$ cat src/source/rp_sample_pkg.sv
// Sample path definitions shared by the converter side of the design.
// Widths, single sample types and the two-channel pair structs used
// between the ADC front end, the mixer and the DAC back end.
// Import inside a module body where the types are used.

package rp_sample_pkg;

  ////////////////////////////////////////
  // Widths
  ////////////////////////////////////////

  localparam int unsigned ADC_RAW_W = 16;  // Raw ADC pin bus per channel
  localparam int unsigned SMP_W     = 14;  // Converter sample width
  localparam int unsigned SUM_W     = 15;  // ASG plus PID before saturation

  ////////////////////////////////////////
  // Sample types
  ////////////////////////////////////////

  // Two's complement sample as seen by scope, ASG and PID
  typedef logic signed [SMP_W-1:0] smp_t;

  // Negative slope converter code, 0 is full positive scale
  typedef logic [SMP_W-1:0] code_t;

  // Raw pin data, low two bits reserved by the 16-bit ADC
  typedef struct packed {
    logic [ADC_RAW_W-1:0] ch_a;  // Channel 1
    logic [ADC_RAW_W-1:0] ch_b;  // Channel 2
  } raw_pair_t;

  typedef struct packed {
    smp_t ch_a;  // Channel 1
    smp_t ch_b;  // Channel 2
  } smp_pair_t;

  typedef struct packed {
    code_t ch_a;  // Channel 1
    code_t ch_b;  // Channel 2
  } code_pair_t;

endpackage

$ cat src/source/rp_ctrl_pkg.sv
// Control side definitions: board configuration bits, the daisy chain
// parallel word and the heartbeat LED defaults.
// Import inside a module body where the types are used.

package rp_ctrl_pkg;

  ////////////////////////////////////////
  // Configuration
  ////////////////////////////////////////

  // Mode bits, formerly housekeeping registers
  typedef struct packed {
    logic digital_loop;   // ADC takes DAC-bound samples
    logic daisy_sync;     // Daisy chain in sync mode
    logic daisy_pin;      // Trigger pin enable, width only
    logic trig_from_asg;  // Trigger out from ASG, else scope
  } rp_cfg_t;

  ////////////////////////////////////////
  // Daisy chain
  ////////////////////////////////////////

  localparam int unsigned DAISY_W = 16;  // Parallel word width

  // Sent while not in sync mode
  localparam logic [DAISY_W-1:0] DAISY_IDLE_WORD = 16'h1234;

  typedef struct packed {
    logic [DAISY_W-1:0] dat;  // Parallel data
    logic               dv;   // Data valid level
  } daisy_tx_t;

  ////////////////////////////////////////
  // LEDs
  ////////////////////////////////////////

  localparam int unsigned LED_W             = 4;
  localparam int unsigned HEARTBEAT_DEFAULT = 256000000;  // Half period, cycles

endpackage

$ cat src/source/adc_front.sv
// ADC front end. Strips the reserved low bits from both raw channels,
// turns the negative slope code into two's complement and registers it.
// With digital loopback on, the DAC-bound samples are registered instead.
// One cycle from either source to adc_smp_o.

`timescale 1ns/1ps

module adc_front (
  input  logic                    adc_clk,
  input  logic                    rst_n_i,         // Sync, active low
  input  rp_sample_pkg::raw_pair_t adc_raw_i,      // Raw pin data
  input  rp_sample_pkg::smp_pair_t loop_smp_i,     // Mixer output for loopback
  input  logic                    digital_loop_i,  // Select loopback
  output rp_sample_pkg::smp_pair_t adc_smp_o       // To scope and PID
);

  import rp_sample_pkg::*;

  smp_pair_t conv_smp;  // Converted ADC data
  smp_pair_t smp_q;

  // Keep bits 15..2, MSB as is, flip the rest
  function automatic smp_t raw_to_smp(input logic [ADC_RAW_W-1:0] raw);
    logic [SMP_W-1:0] kept;
    kept = raw[ADC_RAW_W-1 -: SMP_W];
    return smp_t'({kept[SMP_W-1], ~kept[SMP_W-2:0]});
  endfunction

  ////////////////////////////////////////
  // Conversion
  ////////////////////////////////////////

  always_comb begin
    conv_smp.ch_a = raw_to_smp(adc_raw_i.ch_a);
    conv_smp.ch_b = raw_to_smp(adc_raw_i.ch_b);
  end

  ////////////////////////////////////////
  // Output register
  ////////////////////////////////////////

  always_ff @(posedge adc_clk) begin
    if (!rst_n_i) begin
      smp_q <= '0;                // Zero sample
    end else if (digital_loop_i) begin
      smp_q <= loop_smp_i;        // Loopback path
    end else begin
      smp_q <= conv_smp;
    end
  end

  assign adc_smp_o = smp_q;

endmodule

$ cat src/source/sample_mixer.sv
// Sample mixer. Adds the ASG and PID samples of each channel, saturates
// the sum to the 14-bit sample range and registers it.
// The result feeds the DAC back end and the ADC loopback path.

`timescale 1ns/1ps

module sample_mixer (
  input  logic                    adc_clk,
  input  logic                    rst_n_i,     // Sync, active low
  input  rp_sample_pkg::smp_pair_t asg_smp_i,  // Generator samples
  input  rp_sample_pkg::smp_pair_t pid_smp_i,  // PID samples
  output rp_sample_pkg::smp_pair_t mix_smp_o   // Saturated sum
);

  import rp_sample_pkg::*;

  smp_pair_t sat_smp;
  smp_pair_t mix_q;

  // Sum with one guard bit, clamp when guard and MSB disagree
  function automatic smp_t sat_add(input smp_t a, input smp_t b);
    logic [SUM_W-1:0] sum;
    sum = {a[SMP_W-1], a} + {b[SMP_W-1], b};  // Sign extend both
    if (sum[SUM_W-1] ^ sum[SUM_W-2]) begin
      // Negative gives -8192, positive gives 8191
      return smp_t'({sum[SUM_W-1], {(SMP_W-1){~sum[SUM_W-1]}}});
    end
    return smp_t'(sum[SMP_W-1:0]);
  endfunction

  ////////////////////////////////////////
  // Sum and saturation
  ////////////////////////////////////////

  always_comb begin
    sat_smp.ch_a = sat_add(asg_smp_i.ch_a, pid_smp_i.ch_a);
    sat_smp.ch_b = sat_add(asg_smp_i.ch_b, pid_smp_i.ch_b);
  end

  always_ff @(posedge adc_clk) begin
    if (!rst_n_i) begin
      mix_q <= '0;  // Zero sample
    end else begin
      mix_q <= sat_smp;
    end
  end

  assign mix_smp_o = mix_q;

endmodule

$ cat src/source/dac_back.sv
// DAC back end. Registers the mixed samples as negative slope DAC code
// and provides the active high DAC reset, one cycle behind rst_n_i.

`timescale 1ns/1ps

module dac_back (
  input  logic                     adc_clk,
  input  logic                     rst_n_i,     // Sync, active low
  input  rp_sample_pkg::smp_pair_t  mix_smp_i,  // Saturated samples
  output rp_sample_pkg::code_pair_t dac_code_o, // DAC data
  output logic                     dac_rst_o    // DAC reset, active high
);

  import rp_sample_pkg::*;

  code_pair_t code_q;
  logic       dac_rst_q;

  // Signed to negative slope, same bit rule as the ADC side
  function automatic code_t smp_to_code(input smp_t smp);
    return code_t'({smp[SMP_W-1], ~smp[SMP_W-2:0]});
  endfunction

  always_ff @(posedge adc_clk) begin
    if (!rst_n_i) begin
      code_q.ch_a <= smp_to_code('0);  // Midscale, 0x1FFF
      code_q.ch_b <= smp_to_code('0);
    end else begin
      code_q.ch_a <= smp_to_code(mix_smp_i.ch_a);
      code_q.ch_b <= smp_to_code(mix_smp_i.ch_b);
    end
  end

  // Follows reset with one cycle of delay
  always_ff @(posedge adc_clk) begin
    dac_rst_q <= ~rst_n_i;
  end

  assign dac_code_o = code_q;
  assign dac_rst_o  = dac_rst_q;

endmodule

$ cat src/source/trig_router.sv
// Trigger routing between the scope, the generator and the daisy chain.
// Builds the external trigger, picks the trigger that goes out and forms
// the parallel word handed to the daisy chain transmitter.
// Purely combinational.

`timescale 1ns/1ps

module trig_router (
  input  rp_ctrl_pkg::rp_cfg_t                cfg_i,           // Mode bits
  input  logic                                trig_gpio_i,     // External pin
  input  logic                                scope_trig_i,    // Scope trigger out
  input  logic                                asg_trig_i,      // ASG trigger out
  input  logic [rp_ctrl_pkg::DAISY_W-1:0]     daisy_rx_dat_i,  // Received word
  input  logic                                daisy_rx_rdy_i,  // Receiver ready
  output logic                                trig_ext_o,
  output logic                                trig_out_o,
  output rp_ctrl_pkg::daisy_tx_t              daisy_tx_o
);

  import rp_ctrl_pkg::*;

  logic daisy_trig;  // Any bit received
  logic trig_sel;

  ////////////////////////////////////////
  // Trigger selection
  ////////////////////////////////////////

  assign daisy_trig = |daisy_rx_dat_i;

  // Pin is blocked while the chain is delivering a trigger
  assign trig_ext_o = trig_gpio_i & ~(cfg_i.daisy_sync & daisy_trig);

  assign trig_sel   = cfg_i.trig_from_asg ? asg_trig_i : scope_trig_i;
  assign trig_out_o = trig_sel;

  ////////////////////////////////////////
  // Daisy transmit word
  ////////////////////////////////////////

  always_comb begin
    if (cfg_i.daisy_sync) begin
      daisy_tx_o.dat = {DAISY_W{trig_sel}};  // Trigger on every line
      daisy_tx_o.dv  = 1'b0;
    end else begin
      daisy_tx_o.dat = DAISY_IDLE_WORD;      // Fixed test pattern
      daisy_tx_o.dv  = daisy_rx_rdy_i;
    end
  end

endmodule

$ cat src/source/led_heartbeat.sv
// Heartbeat blinker. A wrapping counter toggles one LED state every
// HEARTBEAT_HALF cycles, and that state drives all LEDs together.
// LEDs are off after reset.

`timescale 1ns/1ps

module led_heartbeat #(
  parameter int unsigned HEARTBEAT_HALF = rp_ctrl_pkg::HEARTBEAT_DEFAULT  // Cycles
) (
  input  logic                          adc_clk,
  input  logic                          rst_n_i,  // Sync, active low
  output logic [rp_ctrl_pkg::LED_W-1:0] led_o
);

  import rp_ctrl_pkg::*;

  // At least one counter bit for tiny periods
  localparam int unsigned CNT_W = (HEARTBEAT_HALF > 1) ? $clog2(HEARTBEAT_HALF) : 1;
  localparam logic [CNT_W-1:0] CNT_LAST = CNT_W'(HEARTBEAT_HALF - 1);

  logic [CNT_W-1:0] cnt_q;
  logic             led_q;  // Shared LED state

  always_ff @(posedge adc_clk) begin
    if (!rst_n_i) begin
      cnt_q <= '0;
      led_q <= 1'b0;
    end else if (cnt_q == CNT_LAST) begin
      cnt_q <= '0;      // Wrap
      led_q <= ~led_q;  // Toggle once per half period
    end else begin
      cnt_q <= cnt_q + 1'b1;
    end
  end

  assign led_o = {LED_W{led_q}};

endmodule

$ cat src/source/rp_analog_top.sv
// Top level of the sample path between converter pins and processing.
// Wires the ADC front end, the ASG plus PID mixer, the DAC back end,
// trigger routing and the heartbeat LEDs. Everything runs on adc_clk.
// ASG/PID to DAC code takes 2 cycles, raw ADC to adc_smp_o 1 cycle.

`timescale 1ns/1ps

module rp_analog_top #(
  parameter int unsigned HEARTBEAT_HALF = rp_ctrl_pkg::HEARTBEAT_DEFAULT
) (
  input  logic                              adc_clk,
  input  logic                              rst_n_i,         // Sync, active low
  input  rp_ctrl_pkg::rp_cfg_t              cfg_i,           // Mode bits
  // ADC side
  input  rp_sample_pkg::raw_pair_t          adc_raw_i,       // Raw ADC pins
  output rp_sample_pkg::smp_pair_t          adc_smp_o,       // To scope and PID
  // Generator and PID samples
  input  rp_sample_pkg::smp_pair_t          asg_smp_i,
  input  rp_sample_pkg::smp_pair_t          pid_smp_i,
  // DAC side
  output rp_sample_pkg::code_pair_t         dac_code_o,
  output logic                              dac_rst_o,
  // Triggers
  input  logic                              trig_gpio_i,
  input  logic                              scope_trig_i,
  input  logic                              asg_trig_i,
  output logic                              trig_ext_o,
  output logic                              trig_out_o,
  // Daisy chain parallel side
  input  logic [rp_ctrl_pkg::DAISY_W-1:0]   daisy_rx_dat_i,
  input  logic                              daisy_rx_rdy_i,
  output rp_ctrl_pkg::daisy_tx_t            daisy_tx_o,
  // LEDs
  output logic [rp_ctrl_pkg::LED_W-1:0]     led_o
);

  import rp_sample_pkg::*;

  smp_pair_t mix_smp;  // Saturated sum, to DAC and loopback

  ////////////////////////////////////////
  // Sample path
  ////////////////////////////////////////

  adc_front adc_front_inst (
    .adc_clk        (adc_clk),
    .rst_n_i        (rst_n_i),
    .adc_raw_i      (adc_raw_i),
    .loop_smp_i     (mix_smp),           // DAC-bound sample
    .digital_loop_i (cfg_i.digital_loop),
    .adc_smp_o      (adc_smp_o)
  );

  sample_mixer sample_mixer_inst (
    .adc_clk   (adc_clk),
    .rst_n_i   (rst_n_i),
    .asg_smp_i (asg_smp_i),
    .pid_smp_i (pid_smp_i),
    .mix_smp_o (mix_smp)
  );

  dac_back dac_back_inst (
    .adc_clk    (adc_clk),
    .rst_n_i    (rst_n_i),
    .mix_smp_i  (mix_smp),
    .dac_code_o (dac_code_o),
    .dac_rst_o  (dac_rst_o)
  );

  ////////////////////////////////////////
  // Triggers and LEDs
  ////////////////////////////////////////

  trig_router trig_router_inst (
    .cfg_i          (cfg_i),
    .trig_gpio_i    (trig_gpio_i),
    .scope_trig_i   (scope_trig_i),
    .asg_trig_i     (asg_trig_i),
    .daisy_rx_dat_i (daisy_rx_dat_i),
    .daisy_rx_rdy_i (daisy_rx_rdy_i),
    .trig_ext_o     (trig_ext_o),
    .trig_out_o     (trig_out_o),
    .daisy_tx_o     (daisy_tx_o)
  );

  led_heartbeat #(
    .HEARTBEAT_HALF (HEARTBEAT_HALF)
  ) led_heartbeat_inst (
    .adc_clk (adc_clk),
    .rst_n_i (rst_n_i),
    .led_o   (led_o)
  );

endmodule

$ cat config.mk
export PLATFORM = sky130hd
export DESIGN_NAME = rp_analog_top
export DESIGN_NICKNAME = d
export VERILOG_FILES = /design/src/source/rp_sample_pkg.sv /design/src/source/rp_ctrl_pkg.sv /design/src/source/adc_front.sv /design/src/source/sample_mixer.sv /design/src/source/dac_back.sv /design/src/source/trig_router.sv /design/src/source/led_heartbeat.sv /design/src/source/rp_analog_top.sv
export SDC_FILE = /design/constraint.sdc
export NUM_CORES = 1
export LEC_CHECK = 0
export BUFFER_PORTS_ARGS = -buffer_cell sky130_fd_sc_hd__buf_4
export CORE_UTILIZATION = 25
export DETAILED_ROUTE_END_ITERATION = 12
export GPL_TIMING_DRIVEN = 0
export PLACE_DENSITY = 0.42
export SKIP_CTS_REPAIR_TIMING = 1
export SLEW_MARGIN = 20
export SYNTH_ARGS = -nofsm -noshare
export SYNTH_HDL_FRONTEND = slang
export SYNTH_HIERARCHICAL = 1
export SYNTH_SLANG_ARGS = --single-unit
$ cat constraint.sdc
create_clock -name adc_clk -period 2.9 [get_ports adc_clk]
set_input_delay 0.29 -clock adc_clk [delete_from_list [all_inputs] [get_ports adc_clk]]
set_output_delay 0.29 -clock adc_clk [all_outputs]
set_load 0.02 [all_outputs]
==> results of run 1 <==
## final cells by class
type | count | area (um2)
Fill cell | 2331 | 14500
Multi-Input combinational cell | 458 | 3110
Sequential cell | 114 | 2280
Timing Repair Buffer | 187 | 1400
Clock buffer | 18 | 439
Tap cell | 285 | 357
Buffer | 44 | 335
Clock inverter | 14 | 163
Inverter | 7 | 26.3
## power by group through the flow
stage	clock, mW	combinational [mW]	sequential, mW
2_1_floorplan	0	0.581	1.91
3_3_place_gp	0	1.09	1.84
3_5_place_dp	0	1.09	1.84
4_1_cts	2.17	1.10	1.81
5_1_grt	2.24	1.18	1.82
6_report	2.10	1.09	1.80
## cell usage in the layout (no fill, tap or decap), types with 5 or more instances in the layout
master,instances
sky130_fd_sc_hd__nand3_1,13
sky130_fd_sc_hd__nor4_1,5
sky130_fd_sc_hd__ha_1,29
sky130_fd_sc_hd__o31ai_1,6
sky130_fd_sc_hd__clkinv_2,5
sky130_fd_sc_hd__or2_1,23
sky130_fd_sc_hd__dfxtp_1,114
sky130_fd_sc_hd__o21ai_0,14
sky130_fd_sc_hd__clkbuf_16,17
sky130_fd_sc_hd__xor2_1,13
sky130_fd_sc_hd__a21oi_1,39
sky130_fd_sc_hd__or3_1,9
sky130_fd_sc_hd__nand2_1,79
sky130_fd_sc_hd__nor2b_1,9
sky130_fd_sc_hd__nor3_1,8
sky130_fd_sc_hd__o221a_1,8
sky130_fd_sc_hd__buf_4,209
sky130_fd_sc_hd__a21boi_2,18
sky130_fd_sc_hd__buf_6,11
sky130_fd_sc_hd__xnor2_1,22
sky130_fd_sc_hd__clkbuf_1,7
sky130_fd_sc_hd__a211oi_1,5
sky130_fd_sc_hd__nand4_1,12
sky130_fd_sc_hd__o31ai_2,8
sky130_fd_sc_hd__inv_1,7
sky130_fd_sc_hd__and3_1,7
sky130_fd_sc_hd__o21ai_1,7
sky130_fd_sc_hd__nor2_1,48
sky130_fd_sc_hd__a21boi_1,9
## registers in the layout, summed over array words and instances, names as in the netlist
register                     flops
adc_front_inst/adc_smp_o        28
dac_back_inst/dac_code_o        28
led_heartbeat_inst/cnt_q        28
sample_mixer_inst/mix_smp_o     28
dac_back_inst/dac_rst_o          1
led_heartbeat_inst/led_q         1
## metrics by stage
| step | util | std cells | instance area, um2 |
|---|---|---|---|
| after floorplan | - | 623 | 5750 |
| after global placement | 0.333 | 1095 | 7510 |
| after detailed placement | 0.333 | 1095 | 7510 |
| after CTS | 0.359 | 1127 | 8110 |
| after global routing | 0.359 | 1127 | 8110 |
| final | 0.359 | 1127 | 8110 |
## routing by layer
layer  GRT usage  up-vias  wire (um)
met5           0        -          0
met4      0.0452        0        142
met3      0.0397       10        893
met2       0.219      142       7330
met1       0.176     2265       7580
li1            -     2605          -
## path summary, 6_finish.rpt
kind / slack, ns / depth (start not counted) / endpoint
max: 0.61 / 10 / sample_mixer_inst/mix_smp_o[21]$_SDFF_PN0_
min: 0.13 / 3 / adc_front_inst/adc_smp_o[26]$_SDFF_PN0_
max reg2reg: 0.62 / 7 / led_heartbeat_inst/cnt_q[24]$_SDFF_PP0_
min reg2reg: 0.38 / 1 / dac_back_inst/dac_code_o[23]$_SDFF_PN1_
## critical path: cells and delay by family
| family | cells | cell delay [ns] |
|---|---|---|
| adder cells (fa/ha/maj) | 2 | 0.64 |
| buffers and inverters | 1 | 0.11 |
| AND/OR/NAND/NOR | 2 | 0.39 |
| AO/OA/AOI/OAI | 5 | 1.14 |
## cells by family after synthesis
family / synth area share
AND/OR/NAND/NOR: 0.208
multiplexers: 0.00696
XOR/XNOR: 0.0533
flip-flops: 0.397
AO/OA/AOI/OAI: 0.203
adder cells (fa/ha/maj): 0.0700
buffers and inverters: 0.0629
==> results.md, run 1 <==
Hold path:
- The tightest min-delay check is of the primary input to flop type.
- The worst hold path begins at adc_raw_i[30].

Placement:
- The placer's final routability congestion estimate is a little under 0.8.
- Summed over all nets, the half-perimeter wirelength after detailed placement is ~13000 um.
- During placement, the flow inserted port buffers numbering around 190.
- At the placement stage, the worst setup path has a slack of 0.203 ns.

Critical path:
- The start of the worst register-to-register path is led_heartbeat_inst/cnt_q[0]$_SDFF_PP0_.
- STA classifies the critical path endpoint as a flop.
- The biggest fanout along the worst timing path is 8.
- Data on the critical path arrives at its endpoint at between 2 and 3 ns.
- The stage delay of the slowest cell on the critical path is between 0.4 and 0.5 ns.
- The setup path with the least slack is of type primary input to flop.
- In this run the worst setup path begins at asg_smp_i[14].
- The critical path required time is 3.19 ns.
- The cell with the largest stage delay on the worst path is sky130_fd_sc_hd__fa_1.
- The kind of launch point of the worst setup path is a primary input.
- Traced cell by cell, the critical path runs through buf_4 -> ha_1 -> fa_1 -> a21oi_1 -> o21ai_1 -> o21ai_2 -> o31ai_4 -> nand2_2 -> nand2_1 -> o221a_1.

Power and ir drop:
- The share of total power dissipated in combinational logic is 0.218.
- Across the VDD grid, the largest voltage drop is 0.000310 V.
- Cell internal power was estimated by the tool at approximately 3.6 mW.
- For this design the total switching power over the nets is about 1.4 mW.
- For this design the static power due to leakage is ~3.4 nW.
- The net switching fraction of the power is 0.279.
- Power spread over the standard cell area amounts to 615 nW/um2.
- The final total power is around 5.0 mW.
- Of the total power, the clock network draws 0.421.
- The register share of total power is 0.361.

Job:
- The number of violations of the max-capacitance limit is 0.

Synth:
- The share of synthesized area in the top cell type comes to 0.397.
- The average instance in the mapped netlist occupies around 9 um2.
- The post-synthesis cell type count is 62.
- The most common cell in the synthesized netlist is sky130_fd_sc_hd__dfxtp_1.
- The share of the Yosys chip area taken by registers is 0.397.
- The count of flip-flops with a built-in enable after synthesis is 0.
- The instance count of the mapped netlist is slightly above 600.
- The synthesized design spends more area on one cell type than any other, namely sky130_fd_sc_hd__dfxtp_1.
- After synthesis the netlist holds a flip-flop and latch count of between 100 and 150.
- The async set-reset flop share out of synthesis is 0.
- By area the synthesized netlist is led by sky130_fd_sc_hd__dfxtp_1 (40%), sky130_fd_sc_hd__ha_1 (6.3%), sky130_fd_sc_hd__nand2_1 (5.2%), sky130_fd_sc_hd__a21boi_2 (3.5%), sky130_fd_sc_hd__a21oi_1 (3.4%).
- When the netlist entered floorplanning its net count stood at between 700 and 800.
- Yosys printed 6 warnings.
- The most used flip-flop cell after synthesis is sky130_fd_sc_hd__dfxtp_1.
- By count the netlist is led by sky130_fd_sc_hd__dfxtp_1 (114), sky130_fd_sc_hd__nand2_1 (79), sky130_fd_sc_hd__nor2_1 (48).
- The cell area that synthesis handed to floorplanning was approximately 5800 um2.

Timing:
- The number of hold violations in the final report is 0.
- At the pin with the least slew margin, the transition time is a little under 0.7 ns.
- Final hold analysis gives a worst-case slack of between 0.1 and 0.15 ns.
- Summed over all failing endpoints, the final setup total negative slack is 0 ns.
- The worst pin sits at a relative slew slack of 0.540.
- For the final database, setup skew stands at between 0.006 and 0.007 ns.
- The achievable frequency is approximately 0.44 GHz.
- Setup violations remaining at the end of the flow were counted as 0.
- Dividing the final minimum period by the clock period gives 0.789.
- The smallest clock period supported by the final layout is computed as 2.29 ns.
- The total count of max-transition violations in the final report was 0.
- Setup repair after global routing left no endpoint under its margin.
- Setup slack on the critical path of the routed design comes to roughly 0.6 ns.

Global route:
- In the global route stage, overall resource usage came out at 0.137.
- The initial antenna violation count is 0.
- Entering global routing, the biggest net connects 22 pins.
- The first global-routing pass estimated 25400 um of wire.
- The via count of the first global-routing pass is 4995.
- After global routing the overflow that remains totals 0.

Status:
- The flow ran to the end, and the final reports show no timing, DRC or antenna violations.

Die:
- The die extent in y is roughly 150 um.
- The starting utilization of the core area is 0.255.
- In this run the core area contains 55 standard-cell rows.
- The number of top-level pins is between 150 and 200.
- After floorplanning, the core was sized to cover 22600 um2.
- The die boundary width is 154 um.
- The floorplan step defined a die boundary enclosing between 20000 and 25000 um2.

Drt:
- The first-pass iteration count of the detailed router is 7.
- The final layout contains routed wiring with a total length of between 15000 and 20000 um.
- The count of nets left with antenna violations after detail routing is 0.
- Dividing the detail-routed wire length by the instance count gives around 14 um.
- The DRC marker count from the first detailed-route iteration is 196.
- After detailed routing, the number of remaining DRC violations is 0.
- The via total after detailed routing is roughly 5k.
- In the routed layout, each cell is associated on average with a via count of around 4.5.

CTS:
- The clock sink count is between 100 and 150.
- The cell sitting at the root of the clock tree is a sky130_fd_sc_hd__clkbuf_16.
- The TritonCTS clock tree is done.
- The H-tree level count is 4.
- After clock tree synthesis, the clock-pin slew on the worst setup and hold paths is roughly 0.060 ns.
- At the later pin of the worst-skew pair, clock insertion delay measures about 0.41 ns.
- Clock tree synthesis inserted a total of 17 buffers.
- In this run the deepest clock path goes through 2 buffers.

Layout:
- Of the cells placed in the final design, the portion with a size suffix greater than 1 is 0.353.
- The number of antenna diodes in the final layout is 0.
- The synthesis-to-layout area growth is 41.1%.
- After the last flow step, the layout net total stands at between 900 and 1k.
Note: power is estimated with default switching activity, not from simulation.
==> run 2, diff against run 1 <==
--- a/config.mk
+++ b/config.mk
@@ -9,7 +9,7 @@
 export CORE_UTILIZATION = 25
 export DETAILED_ROUTE_END_ITERATION = 12
 export GPL_TIMING_DRIVEN = 0
-export PLACE_DENSITY = 0.42
+export PLACE_DENSITY = 0.44
 export SKIP_CTS_REPAIR_TIMING = 1
 export SLEW_MARGIN = 20
 export SYNTH_ARGS = -nofsm -noshare
==> constraint.sdc (replaced) <==
create_clock -name adc_clk -period 2.1 [get_ports adc_clk]
set_input_delay 0.21 -clock adc_clk [delete_from_list [all_inputs] [get_ports adc_clk]]
set_output_delay 0.21 -clock adc_clk [all_outputs]
set_load 0.02 [all_outputs]
==> run 2 against run 1 <==
Clock power rose by 46%. Register-to-register slack worse by 0.55 ns. Routed wire length is 1.2% higher. Clock skew fell by 0.00061 ns. First-iteration DRC count rose by 45%. Critical endpoint is now led_heartbeat_inst/cnt_q[22]$_SDFF_PP0_. Die area is the same. Worst hold slack got worse by 0.083 ns. Via count rose by 0.58%. Count of clock-buffer cells in the layout decreased by 1.
==> results.md, run 2 (same netlist as run 1, synthesis figures left out) <==
Status:
- The flow ran to the end, and the final reports show no timing, DRC or antenna violations.

Critical path:
- On the worst path, the slowest cell contributes a delay of about 0.55 ns.
- Broken down by cell family, the worst path's largest delay share belongs to simple AND/OR/NAND/NOR gates.
- The setup path with the least slack is of type flop to flop.
- The critical path required time is ~2.4 ns.
- Walking the worst path, the cells encountered are ha_4 -> nand2_2 -> or4_4 -> buf_6 -> buf_4 -> or3_1 -> a21oi_1.
- The cell with the largest stage delay on the worst path is sky130_fd_sc_hd__or4_4.
- Counting both buffers and inverters, the worst setup path holds a total of 2.
- The worst setup path is captured at a flop.
- In this run the worst path has a maximum fanout of 10.
- For the worst setup path, the data arrival time is 2.38 ns.
- STA classifies the critical path startpoint as a flop.

Layout:
- The top cell types in the final layout, fill and taps aside, are sky130_fd_sc_hd__buf_4 (214), sky130_fd_sc_hd__dfxtp_1 (112), sky130_fd_sc_hd__nand2_1 (76).
- The synthesis-to-layout area growth is 44.3%.
- Counting the fill cells in the layout gives approximately 2.3k.
- The final cell utilization of the core is 0.368.
- In the final layout, the share of cells above drive strength 1 is 0.379.
- Leaving out fill and tap cells, the most frequent cell in the layout is sky130_fd_sc_hd__buf_4.
- The repair_antennas step left the layout with diodes totalling 0.
- The net count of the finished layout is 977.
- After routing the design area is a little over 8000 um2.

Drt:
- After detailed routing, the met3 layer carries 830 um of wire.
- The DRC marker count from the first detailed-route iteration is 284.
- Before antenna repair, the detailed router went through 4 iterations.
- The detailed-route wire length on metal 1 is between 7000 and 8000 um.
- The top routing layer in use is met4.
- In the routed layout, each cell is associated on average with a via count of about 4.5.
- The routed length per instance is ~14 um.
- Wires add up to approximately 16000 um.
- The via total after detailed routing is about 5.1k.
- After detailed routing, the met2 layer carries ~8000 um of wire.
- The post-detailed-route DRC marker count is 0.
- The detail route stage leaves a number of antenna-violating nets equal to 0.

Timing:
- Timing would allow up to a little under 0.5 GHz.
- Clock skew on the completed layout was measured at slightly above 0.006 ns.
- For the pin with the worst max-slew slack, the measured transition is roughly 0.65 ns.
- The worst-case hold slack is 0.0493 ns.
- Setup violations remaining at the end of the flow were counted as 0.
- Setup repair after global routing could not meet its margin everywhere.
- The number of hold violations in the final report is 0.
- The total count of max-transition violations in the final report is 0.
- Headroom to the max-slew limit came out at 0.567.
- In the finished design, the share of the clock period the worst path needs comes to 0.968.
- The clock period minus final worst setup slack is slightly above 2 ns.

Global route:
- The remaining global-route overflow is 0.
- The first global-routing pass estimated 25700 um of wire.
- The via count of the first global-routing pass is between 5k and 6k.
- The maximum number of pins on one net before global-route repair is 22.
- The aggregate global-route resource usage is 0.139.
- The initial antenna violation count is 0.

CTS:
- The clock latency on the worst-skew pair is 0.41 ns.
- The deepest clock path buffer count is 2.
- After clock tree synthesis, the clock-pin slew on the worst setup and hold paths is 0.06 ns.
- The H-tree level count is 4.
- The clock drives ~110 sinks.
- The clock root buffer is sky130_fd_sc_hd__clkbuf_16.
- TritonCTS built the clock tree.
- The number of clock buffers inserted by TritonCTS is 17.

Placement:
- Routability-driven placement finished with a final weighted congestion of ~0.74.
- After legalization and detailed placement, the total HPWL measured between 10000 and 15000 um.
- Port buffering added ~190 buffers.
- The cell area after placement is ~7500 um2.

Power and ir drop:
- The standby leakage power is ~3.5 nW.
- The final total power is between 7 and 8 mW.
- The largest vdd supply drop is 0.000519 V.
- For this design the ratio of total power to cell area is 857 nW/um2.

Die:
- The die boundary width is about 150 um.
- In this run the standard cell core region covers 22600 um2.
- The die covers 23600 um2.
- The starting utilization of the core area is 0.255.
- The number of top-level pins is 194.
- The die extent in y is around 150 um.
- The total number of placement rows is between 50 and 60.

Job:
- Across the run, the number of max-cap violations was 0.

Hold path:
- The worst hold path class is primary input to flop.
-- run 2: worst paths after layout --
kind / start / to / slack [ns] / cells past startpoint
max reg2reg: led_heartbeat_inst/cnt_q[1]$_SDFF_PP0_ / led_heartbeat_inst/cnt_q[22]$_SDFF_PP0_ / 0.07 / 7
max: led_heartbeat_inst/cnt_q[1]$_SDFF_PP0_ / led_heartbeat_inst/cnt_q[22]$_SDFF_PP0_ / 0.07 / 7
min: adc_raw_i[6] / adc_front_inst/adc_smp_o[4]$_SDFF_PN0_ / 0.05 / 3
min reg2reg: sample_mixer_inst/mix_smp_o[20]$_SDFF_PN0_ / dac_back_inst/dac_code_o[20]$_SDFF_PN1_ / 0.38 / 1
-- run 2: worst reg2reg max path, stage by stage, from the launching register on --
cell and delay, ns:
sky130_fd_sc_hd__dfxtp_4 0.36, sky130_fd_sc_hd__ha_4 0.15, sky130_fd_sc_hd__nand2_2 0.09, sky130_fd_sc_hd__or4_4 0.55, sky130_fd_sc_hd__buf_6 0.15, sky130_fd_sc_hd__buf_4 0.17
sky130_fd_sc_hd__or3_1 0.35, sky130_fd_sc_hd__a21oi_1 0.14
-- run 2: metrics by stage --
stage	setup WS, ns	std cells	setup TNS, ns
4_1_cts	-0.205	1127	-3.99
6_report	0.0665	1130	0
3_5_place_dp	-0.408	1095	-12.93
5_1_grt	-0.00370	1130	-0.00370
3_3_place_gp	-0.433	1095	-13.02
2_1_floorplan	0.0107	623	0
-- run 2: area by class of cell --
class / count / area, um2 / area share
plain buffers: 43 / 343 / 0.0413
clock buffers: 17 / 425 / 0.0512
clock inverters: 15 / 205 / 0.0247
inverters: 7 / 26.3 / 0.00317
multi-input cells: 458 / 3220 / 0.388
flip-flops and latches: 114 / 2290 / 0.276
well taps: 285 / 357 / 0.0430
repair buffers: 191 / 1430 / 0.173
-- run 2: report_power, final --
part | leakage (nW) | internal (mW) | total, mW | switching, mW
clock | 0.301 | 2.00 | 3.06 | 1.07
sequential | 0.942 | 2.39 | 2.49 | 0.107
combinational | 2.26 | 0.726 | 1.55 | 0.828
-- run 2: metal layers --
| metal | vias to the layer above | global-route usage |
|---|---|---|
| li1 | 2606 | - |
| met5 | - | 0 |
| met2 | 144 | 0.236 |
| met3 | 12 | 0.0366 |
| met4 | 0 | 0.0457 |
| met1 | 2289 | 0.169 |
==> run 3, diff against run 2 <==
--- a/config.mk
+++ b/config.mk
@@ -6,12 +6,14 @@
 export NUM_CORES = 1
 export LEC_CHECK = 0
 export BUFFER_PORTS_ARGS = -buffer_cell sky130_fd_sc_hd__buf_4
+export CELL_PAD_IN_SITES_DETAIL_PLACEMENT = 2
+export CELL_PAD_IN_SITES_GLOBAL_PLACEMENT = 2
 export CORE_UTILIZATION = 25
 export DETAILED_ROUTE_END_ITERATION = 12
 export GPL_TIMING_DRIVEN = 0
-export PLACE_DENSITY = 0.44
+export PLACE_DENSITY_LB_ADDON = 0.3
 export SKIP_CTS_REPAIR_TIMING = 1
-export SLEW_MARGIN = 20
+export SLEW_MARGIN = 15
 export SYNTH_ARGS = -nofsm -noshare
 export SYNTH_HDL_FRONTEND = slang
 export SYNTH_HIERARCHICAL = 1
==> run 3 against run 2 <==
Routed wire length is 16% higher. Sequential share of layout area is 0.29 points higher. Sequential cell count stayed put. Setup slack better by 0.013 ns. Non-clock buffer count is 2 lower. Clock skew hardly changed. Critical endpoint is now sample_mixer_inst/mix_smp_o[22]$_SDFF_PN0_. Largest cell class unchanged. Highest routed layer unchanged.
==> results.md, run 3 (same netlist as run 1, synthesis figures left out) <==
Die:
- The floorplan core area is around 23000 um2.
- The die extent in y is ~150 um.
- The floorplan has 55 rows.
- For this configuration, the core starts out at a cell density of 0.255.
- The area of the die is between 20000 and 25000 um2.
- The number of top-level pins is approximately 190.
- In this run the horizontal extent of the chip is 154 um.

Global route:
- The remaining global-route overflow is 0.
- The initial antenna violation count is 0.
- In the global route stage, overall resource usage came out at 0.160.
- The maximum number of pins on one net before global-route repair is 22.
- The via count of the first global-routing pass is between 5k and 6k.
- The first global-routing pass estimated slightly below 30000 um of wire.

Drt:
- The routed layout has 5218 vias.
- The overall routed net length is between 15000 and 20000 um.
- For this run, design rule violations remaining after detail routing come to 0.
- The count of nets left with antenna violations after detail routing is 0.
- The number of vias per cell after detailed routing is ~4.6.
- The DRC marker count from the first detailed-route iteration is approximately 170.
- In the final routed layout, each cell accounts on average for 16.5 um.
- Before antenna repair, the detailed router went through 4 iterations.

Layout:
- The library cell used most frequently in the layout, excluding fill and tap cells, is sky130_fd_sc_hd__buf_4.
- The synthesis-to-layout area growth is 43.0%.
- The filler cells instantiated in the layout total 2561.
- The antenna cell count is 0.
- The multi-input gate area in the final layout is 3210 um2.
- The share of post-route cells with drive strength above 1 is 0.377.
- The post-route non-filler standard cell count is 1128.
- The net count reported at finish is approximately 980.
- With fillers left out, the area of the finished cells amounts to between 8000 and 9000 um2.
- The sequential cells in the finished layout cover a total of ~2300 um2.
- The top cell types in the final layout, fill and taps aside, are sky130_fd_sc_hd__buf_4 (212), sky130_fd_sc_hd__dfxtp_1 (110), sky130_fd_sc_hd__nand2_1 (77).

Placement:
- In this run the tool buffered the top-level ports with 187 buffer cells.
- The cell area after placement is ~7500 um2.
- The congestion estimate from routability-driven global placement came to 0.749.
- Once placement completed, the tool counted placed cells totaling about 1.1k.
- The final HPWL from detailed placement is between 10000 and 15000 um.

CTS:
- The deepest clock path buffer count is 2.
- The H-tree was split into 4 levels.
- Clock latency on the worst-skew pair, taken at its later pin, is ~0.42 ns.
- The clock root buffer is sky130_fd_sc_hd__clkbuf_16.
- The TritonCTS clock tree is done.
- The number of clock buffers inserted by TritonCTS is 17.
- The clock sink count is 114.
- The register clock-pin slew on the reported worst setup and hold paths is around 0.06 ns.

Power and ir drop:
- VDD sags by at most between 0.0004 and 0.0005 V.
- The final total power is just under 7 mW.
- The analysis attributes to cell leakage a power of roughly 3.5 nW.
- The power density over the cells is between 800 and 900 nW/um2.

Critical path:
- The critical path required time is approximately 2.4 ns.
- The sort of element at the end of the critical path is a flop.
- The kind of launch point of the worst setup path is a primary input.
- For the worst setup path, the data arrival time is ~2.3 ns.
- By startpoint and endpoint, the worst setup path is classified as primary input to flop.
- Of all nets on the critical path, the largest fanout is 3.

Timing:
- For the pin with the worst max-slew slack, the measured transition is about 0.73 ns.
- The worst-case hold slack is between 0.04 and 0.05 ns.
- Setup violations remaining at the end of the flow were counted as 0.
- The number of hold violations in the final report is 0.
- In this run the tightest slew margin relative to its limit is 0.513.
- The clock period minus final worst setup slack is 2.02 ns.
- Timing would allow up to 0.495 GHz.
- The ratio of final minimum period to clock period is 0.962.
- The total count of max-transition violations in the final report was 0.
- The clock arrives with between 0.006 and 0.007 ns of skew.

Hold path:
- The min-delay analysis places its worst path in the category primary input to flop.

Job:
- The number of violations of the max-capacitance limit is 0.

Status:
- The run finished with clean final reports.
-- run 3: layout make-up --
cell class | count | share of cell area
buffer | 43 | 0.0414
tap | 285 | 0.0434
clock buffer | 18 | 0.0522
multi-input combinational | 458 | 0.390
clock inverter | 14 | 0.0189
timing repair buffer | 189 | 0.172
inverter | 7 | 0.00319
sequential | 114 | 0.279
-- run 3: where the power goes --
part           leakage (nW)  internal (mW)  switching, mW  total [mW]
registers             0.943           2.39          0.112        2.50
logic                  2.24          0.715          0.847        1.56
clock network         0.281           1.76           1.10        2.86
total                  3.47           4.86           2.06        6.92
-- run 3: metal layers --
| metal | share of wire | vias to the layer above | GRT usage |
|---|---|---|---|
| li1 | - | 2609 | - |
| met5 | 0 | - | 0 |
| met4 | 0.0067 | 0 | 0.0414 |
| met1 | 0.43 | 2512 | 0.185 |
| met3 | 0.047 | 8 | 0.0474 |
| met2 | 0.52 | 89 | 0.284 |
-- run 3: stage by stage --
stage / setup slack [ns] / utilization / setup TNS [ns]
floorplan: 0.0107 / - / 0
global placement: -0.390 / 0.334 / -13.08
detailed placement: -0.422 / 0.334 / -14.29
CTS: -0.267 / 0.360 / -4.67
global route: -0.0277 / 0.364 / -0.0343
finish: 0.0795 / 0.364 / 0
-- run 3: path summary, 6_finish.rpt --
kind	startpoint	endpoint	slack (ns)	depth (start not counted)
max reg2reg	led_heartbeat_inst/cnt_q[5]$_SDFF_PP0_	led_heartbeat_inst/cnt_q[25]$_SDFF_PP0_	0.09	4
max	asg_smp_i[14]	sample_mixer_inst/mix_smp_o[22]$_SDFF_PN0_	0.08	10
min reg2reg	sample_mixer_inst/mix_smp_o[22]$_SDFF_PN0_	dac_back_inst/dac_code_o[22]$_SDFF_PN1_	0.38	1
min	adc_raw_i[6]	adc_front_inst/adc_smp_o[4]$_SDFF_PN0_	0.05	3
-- run 3: critical path, stage by stage --
cell and delay (ns):
sky130_fd_sc_hd__buf_4 0.11, sky130_fd_sc_hd__ha_1 0.24, sky130_fd_sc_hd__fa_2 0.38, sky130_fd_sc_hd__a21oi_2 0.19, sky130_fd_sc_hd__o21ai_2 0.10, sky130_fd_sc_hd__a2111oi_1 0.36, sky130_fd_sc_hd__nor3_1 0.13, sky130_fd_sc_hd__xnor2_1 0.31
sky130_fd_sc_hd__nor2_1 0.08, sky130_fd_sc_hd__o211a_1 0.21
